===== src/pe_consts.svh =====
`ifndef PE_CONSTS_SVH
`define PE_CONSTS_SVH

// Data widths
`define PE_IF_WIDTH 8
`define PE_FILT_WIDTH 8

// Scratchpad depths
`define PE_IF_DEPTH 32
`define PE_FILT_DEPTH 16

// Address widths
`define PE_IF_ADDR_LEN 5
`define PE_FILT_ADDR_LEN 4

// Product width plus one carry bit
`define PE_PSUM_WIDTH (`PE_IF_WIDTH + `PE_FILT_WIDTH + 1)

`endif


===== src/pe_pkg.sv =====
`include "pe_consts.svh"

package pe_pkg;

    typedef logic [`PE_IF_WIDTH-1:0] ifmap_t;
    typedef logic [`PE_FILT_WIDTH-1:0] filt_t;
    typedef logic [`PE_IF_ADDR_LEN-1:0] if_addr_t;
    typedef logic [`PE_FILT_ADDR_LEN-1:0] filt_addr_t;

    // Wraps on overflow
    typedef logic [`PE_PSUM_WIDTH-1:0] psum_t;

    // Head word of the ifmap buffer
    typedef struct packed {
        ifmap_t data;
        logic   last;
    } if_buf_word_t;

    // Per-tap control from the address generator to the MAC
    typedef struct packed {
        logic valid;
        logic first;
        logic last;
    } tap_ctl_t;

endpackage


===== src/scratch_mem.sv =====
`timescale 1ns/100ps

module scratch_mem #(
    parameter type word_t = logic [7:0],
    parameter type addr_t = logic [4:0],
    parameter int  depth  = 32
) (
    input  logic  clk,
    input  logic  wen,
    input  addr_t waddr,
    input  addr_t raddr,
    input  logic  ren,
    input  word_t din,
    output word_t dout
);

    word_t mem [depth];

    always_ff @(posedge clk) begin
        if (wen) begin
            mem[waddr] <= din;
        end
        // Output only moves on ren so a stall keeps it
        if (ren) begin
            dout <= mem[raddr];
        end
    end

    a_waddr_range: assert property (
        @(posedge clk) wen |-> ($unsigned(waddr) < depth)
    ) else $error("scratch_mem write address %0d beyond depth %0d", waddr, depth);

endmodule


===== src/ifmap_reader.sv =====
`timescale 1ns/100ps

module ifmap_reader (
    input  logic                 clk,
    input  logic                 rst,
    input  logic                 start,
    input  pe_pkg::if_buf_word_t buf_word,
    input  logic                 buf_empty,
    output logic                 buf_read,
    output logic                 scratch_wen,
    output pe_pkg::if_addr_t     waddr,
    output pe_pkg::if_addr_t     last_addr,
    output logic                 if_valid
);

    typedef enum logic {
        st_idle,
        st_load
    } state_t;

    state_t           state;
    pe_pkg::if_addr_t wptr;

    // Head word is written in the same cycle it is popped
    assign buf_read    = (state == st_load) && !buf_empty;
    assign scratch_wen = buf_read;
    assign waddr       = wptr;

    always_ff @(posedge clk) begin
        if (rst) begin
            state     <= st_idle;
            wptr      <= '0;
            last_addr <= '0;
            if_valid  <= 1'b0;
        end else if (start) begin
            state    <= st_load;
            wptr     <= '0;
            if_valid <= 1'b0;
        end else if (buf_read) begin
            wptr <= wptr + 1'b1;
            // End of row
            if (buf_word.last) begin
                state     <= st_idle;
                last_addr <= wptr;
                if_valid  <= 1'b1;
            end
        end
    end

    // Row must fit in the scratchpad
    a_row_fits: assert property (
        @(posedge clk) disable iff (rst) (buf_read && (wptr == '1)) |-> buf_word.last
    ) else $error("ifmap row longer than the scratchpad");

endmodule


===== src/filter_reader.sv =====
`timescale 1ns/100ps

module filter_reader (
    input  logic               clk,
    input  logic               rst,
    input  logic               start,
    input  pe_pkg::filt_addr_t filt_len,
    input  pe_pkg::filt_t      buf_data,
    input  logic               buf_empty,
    output logic               buf_read,
    output logic               scratch_wen,
    output pe_pkg::filt_addr_t waddr,
    output logic               filt_ready
);

    logic               loading;
    pe_pkg::filt_addr_t cnt;
    pe_pkg::filt_addr_t len_q;
    logic               last_tap;

    assign buf_read    = loading && !buf_empty;
    assign scratch_wen = buf_read;
    assign waddr       = cnt;
    assign last_tap    = (cnt == len_q - 1'b1);

    always_ff @(posedge clk) begin
        if (rst) begin
            loading    <= 1'b0;
            cnt        <= '0;
            len_q      <= '0;
            filt_ready <= 1'b0;
        end else if (start) begin
            loading    <= 1'b1;
            cnt        <= '0;
            len_q      <= filt_len;
            filt_ready <= 1'b0;
        end else if (buf_read) begin
            if (last_tap) begin
                loading    <= 1'b0;
                filt_ready <= 1'b1;
            end else begin
                cnt <= cnt + 1'b1;
            end
        end
    end

endmodule


===== src/read_addr_gen.sv =====
`timescale 1ns/100ps
`include "pe_consts.svh"

module read_addr_gen (
    input  logic               clk,
    input  logic               rst,
    input  logic               start,
    input  pe_pkg::if_addr_t   stride_len,
    input  pe_pkg::filt_addr_t filt_len,
    input  pe_pkg::if_addr_t   if_last_addr,
    input  logic               if_valid,
    input  logic               filt_ready,
    input  logic               stall,
    output pe_pkg::if_addr_t   if_raddr,
    output pe_pkg::filt_addr_t filt_raddr,
    output logic               read_en,
    output pe_pkg::tap_ctl_t   tap,
    output logic               all_issued
);

    typedef enum logic [1:0] {
        st_idle,
        st_wait,
        st_run
    } state_t;

    state_t                     state;
    pe_pkg::if_addr_t           base;
    pe_pkg::if_addr_t           stride_q;
    pe_pkg::filt_addr_t         k;
    pe_pkg::filt_addr_t         len_q;
    logic                       last_tap;
    logic                       all_issued_q;
    logic [`PE_IF_ADDR_LEN+1:0] nxt_end;

    assign last_tap = (k == len_q - 1'b1);
    // Last address of the following window, kept wide so it cannot wrap
    assign nxt_end  = base + stride_q + len_q - 1'b1;

    assign read_en    = (state == st_run) && !stall;
    assign if_raddr   = base + k;
    assign filt_raddr = k;
    assign tap        = '{valid: read_en, first: (k == '0), last: last_tap};
    assign all_issued = all_issued_q;

    always_ff @(posedge clk) begin
        if (rst) begin
            state        <= st_idle;
            base         <= '0;
            k            <= '0;
            all_issued_q <= 1'b0;
        end else begin
            all_issued_q <= 1'b0;
            if (start) begin
                state    <= st_wait;
                base     <= '0;
                k        <= '0;
                stride_q <= stride_len;
                len_q    <= filt_len;
            end else begin
                case (state)
                    st_wait: begin
                        if (if_valid && filt_ready) begin
                            if (len_q - 1'b1 <= if_last_addr) begin
                                state <= st_run;
                            end else begin
                                state        <= st_idle;
                                all_issued_q <= 1'b1;
                            end
                        end
                    end
                    st_run: begin
                        if (!stall && !last_tap) begin
                            k <= k + 1'b1;
                        end else if (!stall) begin
                            k <= '0;
                            if (nxt_end <= if_last_addr) begin
                                base <= base + stride_q;
                            end else begin
                                state        <= st_idle;
                                all_issued_q <= 1'b1;
                            end
                        end
                    end
                    default: ;
                endcase
            end
        end
    end

    // Every tap reads a word that the ifmap reader has written
    a_tap_in_row: assert property (
        @(posedge clk) disable iff (rst) read_en |-> (if_raddr <= if_last_addr)
    ) else $error("tap read address %0d beyond last ifmap address %0d",
                  if_raddr, if_last_addr);

endmodule


===== src/mac_unit.sv =====
`timescale 1ns/100ps
`include "pe_consts.svh"

module mac_unit (
    input  logic             clk,
    input  logic             rst,
    input  logic             stall,
    input  pe_pkg::tap_ctl_t tap,
    input  pe_pkg::ifmap_t   if_data,
    input  pe_pkg::filt_t    filt_data,
    input  pe_pkg::psum_t    psum_in,
    input  logic             psum_in_en,
    output pe_pkg::psum_t    sum,
    output logic             sum_valid
);

    // Stage 1 lines up with the scratchpad outputs, stage 2 with the product
    pe_pkg::tap_ctl_t tap_s1;
    pe_pkg::tap_ctl_t tap_s2;
    logic             sum_valid_q;

    logic [`PE_IF_WIDTH+`PE_FILT_WIDTH-1:0] prod_q;
    pe_pkg::psum_t                          acc_q;
    pe_pkg::psum_t                          acc_base;

    // First tap of a window restarts from zero or the external partial sum
    assign acc_base = tap_s2.first ? (psum_in_en ? psum_in : '0) : acc_q;

    always_ff @(posedge clk) begin
        if (rst) begin
            tap_s1      <= '0;
            tap_s2      <= '0;
            sum_valid_q <= 1'b0;
        end else if (!stall) begin
            tap_s1      <= tap;
            tap_s2      <= tap_s1;
            sum_valid_q <= tap_s2.valid && tap_s2.last;
        end
    end

    always_ff @(posedge clk) begin
        if (!stall) begin
            prod_q <= if_data * filt_data;
            if (tap_s2.valid) begin
                acc_q <= acc_base + pe_pkg::psum_t'(prod_q);
            end
        end
    end

    assign sum       = acc_q;
    assign sum_valid = sum_valid_q;

endmodule


===== src/outbuf_writer.sv =====
`timescale 1ns/100ps

module outbuf_writer (
    input  logic          clk,
    input  logic          rst,
    input  pe_pkg::psum_t sum,
    input  logic          sum_valid,
    input  logic          all_issued,
    input  logic          outbuf_full,
    output logic          outbuf_write,
    output pe_pkg::psum_t outbuf_data,
    output logic          stall,
    output logic          full_done
);

    logic          held_q;
    pe_pkg::psum_t data_q;
    logic          take;
    logic          issued_seen;
    // Unstalled cycles before the last window's sum reaches sum_valid
    logic [1:0]    pend_cnt;
    logic          full_done_q;

    assign outbuf_write = held_q && !outbuf_full;
    assign stall        = held_q && outbuf_full;
    assign take         = sum_valid && !stall;
    assign outbuf_data  = data_q;
    assign full_done    = full_done_q;

    always_ff @(posedge clk) begin
        if (rst) begin
            held_q      <= 1'b0;
            issued_seen <= 1'b0;
            pend_cnt    <= '0;
            full_done_q <= 1'b0;
        end else begin
            if (take) begin
                held_q <= 1'b1;
            end else if (outbuf_write) begin
                held_q <= 1'b0;
            end
            full_done_q <= 1'b0;
            if (all_issued) begin
                issued_seen <= 1'b1;
                pend_cnt    <= stall ? 2'd2 : 2'd1;
            end else if (issued_seen && pend_cnt != '0) begin
                if (!stall) begin
                    pend_cnt <= pend_cnt - 1'b1;
                end
            end else if (issued_seen && !sum_valid && (!held_q || outbuf_write)) begin
                full_done_q <= 1'b1;
                issued_seen <= 1'b0;
            end
        end
    end

    always_ff @(posedge clk) begin
        if (take) begin
            data_q <= sum;
        end
    end

    // Nothing left in flight when the run is reported done
    a_done_drained: assert property (
        @(posedge clk) disable iff (rst)
        full_done |-> (!held_q && !sum_valid)
    ) else $error("full_done raised while a sum was still pending");

endmodule


===== src/pe_datapath.sv =====
`timescale 1ns/100ps
`include "pe_consts.svh"

module pe_datapath (
    input  logic                 clk,
    input  logic                 rst,
    input  logic                 ifmap_start,
    input  logic                 filter_start,
    input  logic                 conv_start,
    input  pe_pkg::if_addr_t     stride_len,
    input  pe_pkg::filt_addr_t   filt_len,
    input  pe_pkg::if_buf_word_t if_buf_word,
    input  logic                 if_buf_empty,
    output logic                 if_buf_read,
    input  pe_pkg::filt_t        filt_buf_data,
    input  logic                 filt_buf_empty,
    output logic                 filt_buf_read,
    input  pe_pkg::psum_t        psum_in,
    input  logic                 psum_in_en,
    input  logic                 outbuf_full,
    output logic                 outbuf_write,
    output pe_pkg::psum_t        outbuf_data,
    output logic                 full_done
);

    logic               if_wen;
    pe_pkg::if_addr_t   if_waddr;
    pe_pkg::if_addr_t   if_last_addr;
    logic               if_valid;
    logic               filt_wen;
    pe_pkg::filt_addr_t filt_waddr;
    logic               filt_ready;
    pe_pkg::if_addr_t   if_raddr;
    pe_pkg::filt_addr_t filt_raddr;
    logic               read_en;
    pe_pkg::tap_ctl_t   tap;
    logic               all_issued;
    pe_pkg::ifmap_t     if_dout;
    pe_pkg::filt_t      filt_dout;
    pe_pkg::psum_t      sum;
    logic               sum_valid;
    logic               stall;

    ifmap_reader u_if_reader (
        .clk(clk), .rst(rst), .start(ifmap_start),
        .buf_word(if_buf_word), .buf_empty(if_buf_empty), .buf_read(if_buf_read),
        .scratch_wen(if_wen), .waddr(if_waddr),
        .last_addr(if_last_addr), .if_valid(if_valid)
    );

    filter_reader u_filt_reader (
        .clk(clk), .rst(rst), .start(filter_start), .filt_len(filt_len),
        .buf_data(filt_buf_data), .buf_empty(filt_buf_empty), .buf_read(filt_buf_read),
        .scratch_wen(filt_wen), .waddr(filt_waddr), .filt_ready(filt_ready)
    );

    scratch_mem #(
        .word_t(pe_pkg::ifmap_t), .addr_t(pe_pkg::if_addr_t), .depth(`PE_IF_DEPTH)
    ) u_if_scratch (
        .clk(clk), .wen(if_wen), .waddr(if_waddr), .raddr(if_raddr),
        .ren(read_en), .din(if_buf_word.data), .dout(if_dout)
    );

    scratch_mem #(
        .word_t(pe_pkg::filt_t), .addr_t(pe_pkg::filt_addr_t), .depth(`PE_FILT_DEPTH)
    ) u_filt_scratch (
        .clk(clk), .wen(filt_wen), .waddr(filt_waddr), .raddr(filt_raddr),
        .ren(read_en), .din(filt_buf_data), .dout(filt_dout)
    );

    read_addr_gen u_addr_gen (
        .clk(clk), .rst(rst), .start(conv_start),
        .stride_len(stride_len), .filt_len(filt_len),
        .if_last_addr(if_last_addr), .if_valid(if_valid), .filt_ready(filt_ready),
        .stall(stall), .if_raddr(if_raddr), .filt_raddr(filt_raddr),
        .read_en(read_en), .tap(tap), .all_issued(all_issued)
    );

    mac_unit u_mac (
        .clk(clk), .rst(rst), .stall(stall), .tap(tap),
        .if_data(if_dout), .filt_data(filt_dout),
        .psum_in(psum_in), .psum_in_en(psum_in_en),
        .sum(sum), .sum_valid(sum_valid)
    );

    outbuf_writer u_out_writer (
        .clk(clk), .rst(rst), .sum(sum), .sum_valid(sum_valid),
        .all_issued(all_issued), .outbuf_full(outbuf_full),
        .outbuf_write(outbuf_write), .outbuf_data(outbuf_data),
        .stall(stall), .full_done(full_done)
    );

endmodule


===== config.mk =====
export PLATFORM = sky130hd
export DESIGN_NAME = pe_datapath
export DESIGN_NICKNAME = d
export VERILOG_FILES = /design/src/pe_pkg.sv /design/src/scratch_mem.sv /design/src/ifmap_reader.sv /design/src/filter_reader.sv /design/src/read_addr_gen.sv /design/src/mac_unit.sv /design/src/outbuf_writer.sv /design/src/pe_datapath.sv
export VERILOG_INCLUDE_DIRS = /design/src
export SDC_FILE = /design/constraint.sdc
export NUM_CORES = 1
export LEC_CHECK = 0
export ABC_AREA = 1
export BUFFER_PORTS_ARGS = -buffer_cell sky130_fd_sc_hd__buf_2
export CORE_MARGIN = 8
export CORE_UTILIZATION = 55
export DETAILED_ROUTE_END_ITERATION = 8
export PLACE_DENSITY = 0.72
export SETUP_SLACK_MARGIN = 0.2
export SLEW_MARGIN = 10
export SYNTH_ARGS = -nofsm -noshare
export SYNTH_HDL_FRONTEND = slang
export SYNTH_HIERARCHICAL = 1
export SYNTH_SLANG_ARGS = --single-unit
export TNS_END_PERCENT = 30

===== constraint.sdc =====
create_clock -name clk -period 7.01 [get_ports clk]
set_input_delay 1.0515 -clock clk [delete_from_list [all_inputs] [get_ports clk]]
set_output_delay 1.0515 -clock clk [all_outputs]
set_load 0.05 [all_outputs]

Word-level counts from Yosys, hierarchy flattened
Memories as Yosys holds them, arrays and structs flattened. A register that Yosys moved wholly into a read port is not among the register bits.
Index checks and enable logic that the tools add are counted.
- register bits: 105
- bits in writable memories: 384
- bits of input ports: 52
- output and inout bits: 21
- logic and storage cells: 153
- memories kept: 2
- $add $sub $neg: 13
- multiply operators: 1
- magnitude comparators: 2
- equality and inequality tests: 15
- muxes and demuxes: 37
- bitwise gates (word level): 5
- reduce and logical (&&, ||, !) cells: 49
- memory list (memory ; depth ; width ; read ports ; clocked after Yosys merged registers in ; write ports ; line ; source):
    u_if_scratch.mem ; 32 ; 8 ; 1 ; 1 ; 1 ; scratch_mem.sv:17 ; word_t mem [depth];
    u_filt_scratch.mem ; 16 ; 8 ; 1 ; 1 ; 1 ; scratch_mem.sv:17 ;
- operators with widths (cell ; number):
    $mux W17 ; 2
    $mux W1 ; 22
    $reduce_and A2 Y1 ; 10
    $mux W2 ; 9
    $reduce_bool A2 Y1 ; 9
    $add A17 B16 Y17 ; 1
    $mul A8 B8 Y16 ; 1
    $logic_and A1 B1 Y1 ; 12
    $ne A2 B2 Y1 const B ; 6
    $reduce_and A5 Y1 ; 2
    $ne A3 B3 Y1 const B ; 3
    $add A4 B1 Y4 const B ; 2
    $eq A4 B4 Y1 ; 2
    $mux W4 ; 2
    $sub A4 B1 Y4 const B ; 2
    $add A7 B4 Y7 ; 1
    $le A7 B5 Y1 ; 1
    $logic_not A1 Y1 ; 7
    $sub A7 B1 Y7 const B ; 1
    $add A5 B5 Y6 ; 1
    $reduce_or A2 Y1 ; 3
    $add A5 B1 Y5 const B ; 1
    $add A5 B4 Y5 ; 1
    $add A5 B5 Y5 ; 1
    other kinds (16) ; 20

Longest topological paths before layout
Gate-level depths: netlist of run 1.
- word-level depth: 9
- depth in mapped cells: 20

By module
The synthesis of run 1 kept the hierarchy.
- modules (own cells, without submodules) (module ; instances ; cells each ; area an instance (µm²)):
    scratch_mem (u_if_scratch) ; 1 ; 922 ; 10866.7
    scratch_mem (u_filt_scratch) ; 1 ; 551 ; 5846.9
    mac_unit ; 1 ; 673 ; 4804.6
    read_addr_gen ; 1 ; 249 ; 1973.1
    outbuf_writer ; 1 ; 53 ; 773.2
    filter_reader ; 1 ; 74 ; 549.3
    ifmap_reader ; 1 ; 72 ; 520.5

Least setup slack after synthesis of run 1
OpenSTA, ideal clock, no wires.
- path type: register -> register
- from: register u_if_scratch/dout[0] (netlist name), read port of u_if_scratch.mem
- to: register u_mac.prod_q[14] (data pin)
- setup time: 0.253 ns
- data arrival time: 3.645 ns
- data required time: 6.757 ns
- setup slack: 3.113 ns
- cell stages (with the launch flop): 19
- buffers on the path: 1
- period minus slack after synthesis: 3.897 ns
- path through: edfxtp_1 > clkbuf_1 > nand2_1 > fa_1 > fa_1 > inv_1 > fa_1 > inv_1 > fa_1 > inv_1 > ha_1 > nand2_1 > nand2_1 > nand2_1 > nand2_1 > nand2_1 > nand3_1 > nand2_1 > nand2_1
- cells in the longest elaborated chain, start to end: 1
- ends and longest elaborated chain (element ; line ; source):
    start, declared ; scratch_mem.sv:14 ; output word_t dout
    $mul A8 B8 Y16 ; mac_unit.sv:43 ; prod_q <= if_data * filt_data;
    end signal, assigned ; mac_unit.sv:43 ;
    end, declared ; mac_unit.sv:22 ; logic [`PE_IF_WIDTH+`PE_FILT_WIDTH-1:0] prod_q;
No other way between the ends.
A chain may end at the register's enable or synchronous reset.

Worst setup path in the final report of run 1
- from: register u_if_scratch/dout[6] (netlist name), read port of u_if_scratch.mem
- to: register u_mac.prod_q[12] (data pin)
Same word-level chain as after synthesis.

==> results of run 1 <==
==> worst register-to-register path, delay by kind of cell, from the launching register on <==
| kind | cells | cell delay (ns) |
|---|---|---|
| DFF | 1 | 0.55 |
| buffers and inverters | 3 | 0.15 |
| adders and majority gates | 5 | 2.41 |
| AOI/OAI and AO/OA | 1 | 0.23 |
| and+or+nand+nor | 6 | 0.51 |
==> kinds of logic after synthesis <==
kind of cell	after synthesis	share of synthesized area, %
AOI/OAI and AO/OA	94	2.07
xor gates and xnor gates	29	1.03
adders and majority gates	134	7.89
buffers and inverters	466	8.16
DFF	505	58.0
and+or+nand+nor	1366	22.8
==> report_power, final <==
group	switching, mW	total, mW	internal, mW
registers	0.0220	3.36	3.34
clock network	1.13	2.67	1.54
logic	0.417	0.640	0.223
total	1.57	6.67	5.10
==> sequential cells by signal, indices dropped and copies added, names as in the netlist, 5 cells and up <==
| signal | count |
|---|---|
| u_filt_scratch/mem | 128 |
| u_addr_gen/base | 5 |
| u_if_scratch/mem | 256 |
| u_if_scratch/dout | 8 |
| u_addr_gen/stride_q | 5 |
| u_filt_scratch/dout | 8 |
| u_if_reader/waddr | 5 |
| u_mac/sum | 17 |
| u_if_reader/last_addr | 5 |
| u_mac/prod_q | 16 |
| u_out_writer/outbuf_data | 17 |
==> through the flow <==
step	cells	setup WS, ns	hold WS [ns]
2_1_floorplan	2594	3.11	0.426
3_3_place_gp	3177	2.92	0.427
3_5_place_dp	3177	2.93	0.436
4_1_cts	3272	2.91	0.450
5_1_grt	3272	2.55	0.456
6_report	3272	2.91	0.449
==> worst max-delay path by stage <==
stage                                       to                      startpoint  slack (ns)
floorplan           u_mac/prod_q[14]$_DFFE_PN_  u_if_scratch/dout[0]$_DFFE_PP_        3.11
detailed placement  u_mac/prod_q[12]$_DFFE_PN_  u_if_scratch/dout[6]$_DFFE_PP_        2.93
CTS                 u_mac/prod_q[12]$_DFFE_PN_  u_if_scratch/dout[6]$_DFFE_PP_        2.91
global route        u_mac/prod_q[12]$_DFFE_PN_  u_if_scratch/dout[2]$_DFFE_PP_        2.55
global placement    u_mac/prod_q[12]$_DFFE_PN_  u_if_scratch/dout[6]$_DFFE_PP_        2.92
finish              u_mac/prod_q[12]$_DFFE_PN_  u_if_scratch/dout[6]$_DFFE_PP_        2.91
==> per-layer routing <==
metal,track usage (%),up-vias,part of all wire (%)
met2,34.9,604,49
met3,2.94,86,6.6
met1,27.1,8344,43
met4,6.08,0,2.2
met5,0,-,0
li1,-,8515,-
==> cells in the mapped netlist (all sizes together) <==
cell type,n,area (µm²)
clkbuf,24,90.1
dfxtp,46,921
ha,91,1140
a21o,1,7.51
edfxtp,459,13800
nor4,1,6.26
nand2,851,3240
a21boi,1,11.3
inv,361,1360
a31oi,1,6.26
fa,43,861
o21ai,14,70.1
xnor2,13,121
o21bai,2,15.0
o22ai,1,6.26
or2,3,18.8
o211ai,2,15.0
buf,79,609
nand3b,5,37.5
a211oi,5,37.5
clkinv,2,13.8
o21a,1,7.51
nor3,6,61.3
nor2,139,562
xor2,16,140
nand3,354,1800
a21oi,66,349
nand4,7,43.8
==> cells in the final DEF, fill, tap and decap left out, drive strengths merged, types with 16 or more instances in the layout <==
master	n
inv	364
nor2	139
xor2	16
fa	43
edfxtp	459
clkbuf	69
a21oi	66
ha	91
nand2	851
clkinv	20
nand3	354
dfxtp	46
buf	86
==> layout make-up <==
| class | count | area, µm² |
|---|---|---|
| fill | 3619 | 17800 |
| multi-input combinational | 1623 | 8580 |
| timing repair buffer | 86 | 465 |
| inverter | 363 | 1370 |
| sequential | 505 | 14700 |
| tap | 600 | 751 |
| clock inverter | 26 | 238 |
| clock buffer | 69 | 1420 |
==> flow_summary.yaml, run 1 <==
run_status:
  outcome: "finished clean"
route:
  avgViaCountPerCell: 5.36
  ant_nets: 0
  drcViolationCount: 0
  dr.first_iter.drc_count: 1578
  routed_wl_um: 55000
  firstDrtPassIters: 5
  vias: 17500
  post_drt_wl_per_cell_um: 16.8
clock_network:
  holdBufCountCts: 0
  clock_latency_ns: 0.61
  cts-resized-gates: 0
  postCtsSetupBuffers: 0
  cts_inserted_buffers: 52
  cts-root-buf: "clkbuf_16"
  cts_tree: "done"
  cts_sinks: 505
  cts.clk_slew.worst_paths_ns: 0.06
  htree_levels: 2
  ctsLongestPathBuffers: 3
final_layout:
  final_area_mm2: 0.0275
  antenna_cells: 0
  fin_util_pct: 60.7
  final_nets: 2817
  area_growth_pct: 8.67
  drive_above_1_share_pct: 8.16
timing:
  timing_hold_violations_final: 0
  slew_violations: 0
  finalSetupViolations: 0
  worstMarginPinSlew_ns: 1.30
  fin_skew_ns: 0.0220
  timing.final.crit_share_pct: 58.5
  max_freq_mhz: 244
  rsz0062_at_grt: "no"
  final.setup.tns_ns: 0
  fin_crit_ns: 4.10
  slew_headroom_pct: 13.5
setup_path:
  worstPathMaxFanout: 8
  path_class: "flop to flop"
  cp_common_cell: "fa_1"
  path_cells: "nand2_1 -> inv_1 -> fa_1 -> fa_1 -> fa_1 -> inv_1 -> fa_1 -> inv_1 -> ha_1 -> a21oi_1 -> nor2_1 -> nor2_1 -> nand3_1 -> nand2_1 -> nand2_1"
  rr_startpoint: "u_if_scratch/dout[6]$_DFFE_PP_"
  slowest_stage: "edfxtp_1"
  rr_worst_depth: 15
  crit_family: "adder cells"
  cp_data_arrival_time_ns: 4.45
  r2r_end: "u_mac/prod_q[12]$_DFFE_PN_"
  crit_required_ns: 7.36
  rrSetupSlack_ns: 2.91
  end_kind: "flop"
  critical-path-max-stage-delay_ns: 0.55
  crit_buf_inv: 3
  critical_path.startpoint_type: "flop"
  cp_num_cells: 15
global_routing:
  grt.total_usage_pct: 20.5
  grt_pass1_wl_um: 88900
  antenna_found_initial: 0
  grt_max_degree: 92
  first_global_vias: 17200
  overflow: 0
placement:
  dpl.hpwl_um: 36200
  io_buffers: 72
  routabilityCongestion: 0.869
  placed_cell_area_mm2: 0.0259
synth:
  syn_nets: 2780
  synth_cells: 2594
  synthesis.area_mm2: 0.0253
  synth_cell_type_count: 44
  ys_seq_area_share_pct: 58.0
  avgSynthCellArea_um2: 9.77
  yosysWarnings: 6
  synth_seq_cells: 505
floorplan:
  rows: 78
  die_h_um: 231
  die_area_mm2: 0.0532
  initial_core_util_pct: 55.8
  io_pins: 73
  core_area_mm2: 0.0454
  die_w_um: 231
hold_path:
  min_to: "u_out_writer/outbuf_data[2]$_DFFE_PP_"
  whs_path_depth: 0
  hold_path.class: "flop to flop"
  min_from: "u_mac/sum[2]$_DFFE_PP_"
job:
  drv_cap: 0
power_and_ir_drop:
  p_per_area_mw_per_mm2: 242
  p_leak_nw: 11.8
  irDropWorstVdd_mv: 0.237
  total_power_mw: 6.67
Power figures use the tool's default switching activity.
==> run 2: changes to the inputs <==
Settings changed: PLACE_DENSITY 0.72 to 0.75.
Clock period 7.01 ns to 3.45 ns, I/O delays scaled along.
==> run 2 against run 1 <==
The flow now finishes with violations (setup timing). Global-route usage up 0.39 points. Clock skew up 0.0029 ns. First-iteration DRC count down 5.6%. Combinational power up 140%. Clock power up 110%. Cell area up 3.4%. Power up 110%. Register-to-register slack worse by 3.3 ns. Critical path depth up 2. Worst setup slack worse by 3.3 ns. Non-clock buffer count up 61. Highest routed layer unchanged. Fmax up 6.5%.
==> flow_summary.yaml, run 2 (synthesized netlist as in run 1, its figures left out) <==
run_status:
  outcome: "finished, violations left"
  violations: "setup timing"
hold_path:
  hold_path.class: "input port to flop"
job:
  drv_cap: 0
route:
  firstDrtPassIters: 6
  post_drt_wl_per_cell_um: 16.8
  ant_nets: 0
  vias: 17900
  dr.first_iter.drc_count: 1489
  drcViolationCount: 0
  routed_wl_um: 56100
  avgViaCountPerCell: 5.38
timing:
  fin_skew_ns: 0.0248
  slew_violations: 0
  slew_headroom_pct: 22.7
  setup_ws_ns: -0.398
  hold_ws_ns: 0.0850
  timing_hold_violations_final: 0
  fin_crit_ns: 3.85
  timing.final.crit_share_pct: 112
  finalSetupViolations: 10
  max_freq_mhz: 260
  worstMarginPinSlew_ns: 1.16
  rsz0062_at_grt: "yes"
setup_path:
  slowest_stage: "fa_1"
  worstPathMaxFanout: 4
  end_kind: "flop"
  crit_buf_inv: 6
  crit_required_ns: 3.79
  critical-path-max-stage-delay_ns: 0.59
  path_class: "flop to flop"
  crit_family: "adder cells"
  critical_path.startpoint_type: "flop"
  cp_data_arrival_time_ns: 4.18
  path_cells: "buf_6 -> nand2_4 -> inv_2 -> fa_1 -> fa_2 -> fa_1 -> inv_1 -> fa_1 -> inv_2 -> ha_4 -> nand2_4 -> inv_2 -> nand2_2 -> nand2_2 -> buf_4 -> a21oi_2 -> xnor2_1"
clock_network:
  ctsLongestPathBuffers: 3
  cts_sinks: 505
  cts_inserted_buffers: 52
  cts-root-buf: "clkbuf_16"
  clock_latency_ns: 0.60
  cts_tree: "done"
  holdBufCountCts: 0
  htree_levels: 2
  cts.clk_slew.worst_paths_ns: 0.07
global_routing:
  grt_max_degree: 129
  grt.total_usage_pct: 20.9
  grt_pass1_wl_um: 90500
  overflow: 0
  first_global_vias: 17900
  antenna_found_initial: 0
final_layout:
  layout_common_cells: "nand2_1, edfxtp_1, nand3_1"
  drive_above_1_share_pct: 12.9
  largest-register: "u_if_scratch/mem"
  layout_commonest_cell: "nand2_1"
  antenna_cells: 0
  stdcell_count: 3333
  largest_registers: "u_if_scratch/mem x256, u_filt_scratch/mem x128"
  final_nets: 2878
  area_growth_pct: 12.3
  largest_reg_flops: 256
placement:
  routabilityCongestion: 0.912
  dpl.hpwl_um: 36600
  io_buffers: 72
  dp.cells: 3226
power_and_ir_drop:
  p_per_area_mw_per_mm2: 491
  p_leak_nw: 12.2
  total_power_mw: 14.0
  irDropWorstVdd_mv: 0.469
floorplan:
  core_area_mm2: 0.0454
  die_h_um: 231
  rows: 78
  die_w_um: 231
  initial_core_util_pct: 55.8
  die_area_mm2: 0.0532
  io_pins: 73
[run 2: cell type report]
class,count,area (µm²)
fill,3558,16900
clock inverter,18,243
clock buffer,77,1470
sequential,505,14700
tap,600,751
multi-input combinational,1623,8950
inverter,363,1370
timing repair buffer,147,967
[run 2: final timing paths]
check / from / endpoint / slack [ns] / cells after the start
worst max register to register: u_filt_scratch/dout[2]$_DFFE_PP_ / u_mac/prod_q[9]$_DFFE_PN_ / -0.40 / 17
worst min-delay path: stride_len[3] / u_addr_gen/stride_q[3]$_DFFE_PP_ / 0.09 / 1
worst max-delay path: u_filt_scratch/dout[2]$_DFFE_PP_ / u_mac/prod_q[9]$_DFFE_PN_ / -0.40 / 17
worst min register to register: u_mac/sum[0]$_DFFE_PP_ / u_out_writer/outbuf_data[0]$_DFFE_PP_ / 0.44 / 0
[run 2: worst register-to-register path, delay by kind of cell (launching register included)]
kind / cells / cell delay, ns
adders and majority gates: 5 / 2.27
and+or+nand+nor: 4 / 0.29
buffers and inverters: 6 / 0.46
xor gates and xnor gates: 1 / 0.08
DFF: 1 / 0.41
AOI/OAI and AO/OA: 1 / 0.11
[run 2: timing repair]
| item | in CTS | in global routing |
|---|---|---|
| pin swaps | 38 | 23 |
| setup buffers | 7 | 5 |
| resized for setup | 39 | 31 |
| endpoints found under the setup margin | 18 | 23 |
[run 2: through the flow]
stage | utilization (%) | instance area, µm² | setup TNS, ns | worst slack (ns)
after floorplan | - | 25500 | -1.05 | -0.156
after global placement | 58.1 | 26400 | -2.70 | -0.313
after detailed placement | 58.1 | 26400 | -3.13 | -0.354
after CTS | 62.4 | 28300 | -2.31 | -0.337
after global routing | 62.7 | 28500 | -4.42 | -0.510
final | 62.7 | 28500 | -2.92 | -0.398
[run 2: report_power, final]
| group | internal (mW) | switching, mW | leakage, nW |
|---|---|---|---|
| Combinational | 0.577 | 0.950 | 6.84 |
| Clock | 3.33 | 2.29 | 0.821 |
| Sequential | 6.79 | 0.0490 | 4.54 |
[run 2: routing by layer]
metal / up-vias / part of all wire, % / wire, µm / track usage (%)
met1: 8489 / 41 / 23100 / 26.5
met2: 682 / 49 / 27600 / 35.6
met5: - / 0 / 0 / 0
li1: 8638 / - / - / -
met4: 0 / 2.8 / 1570 / 7.44
met3: 115 / 6.9 / 3870 / 3.73
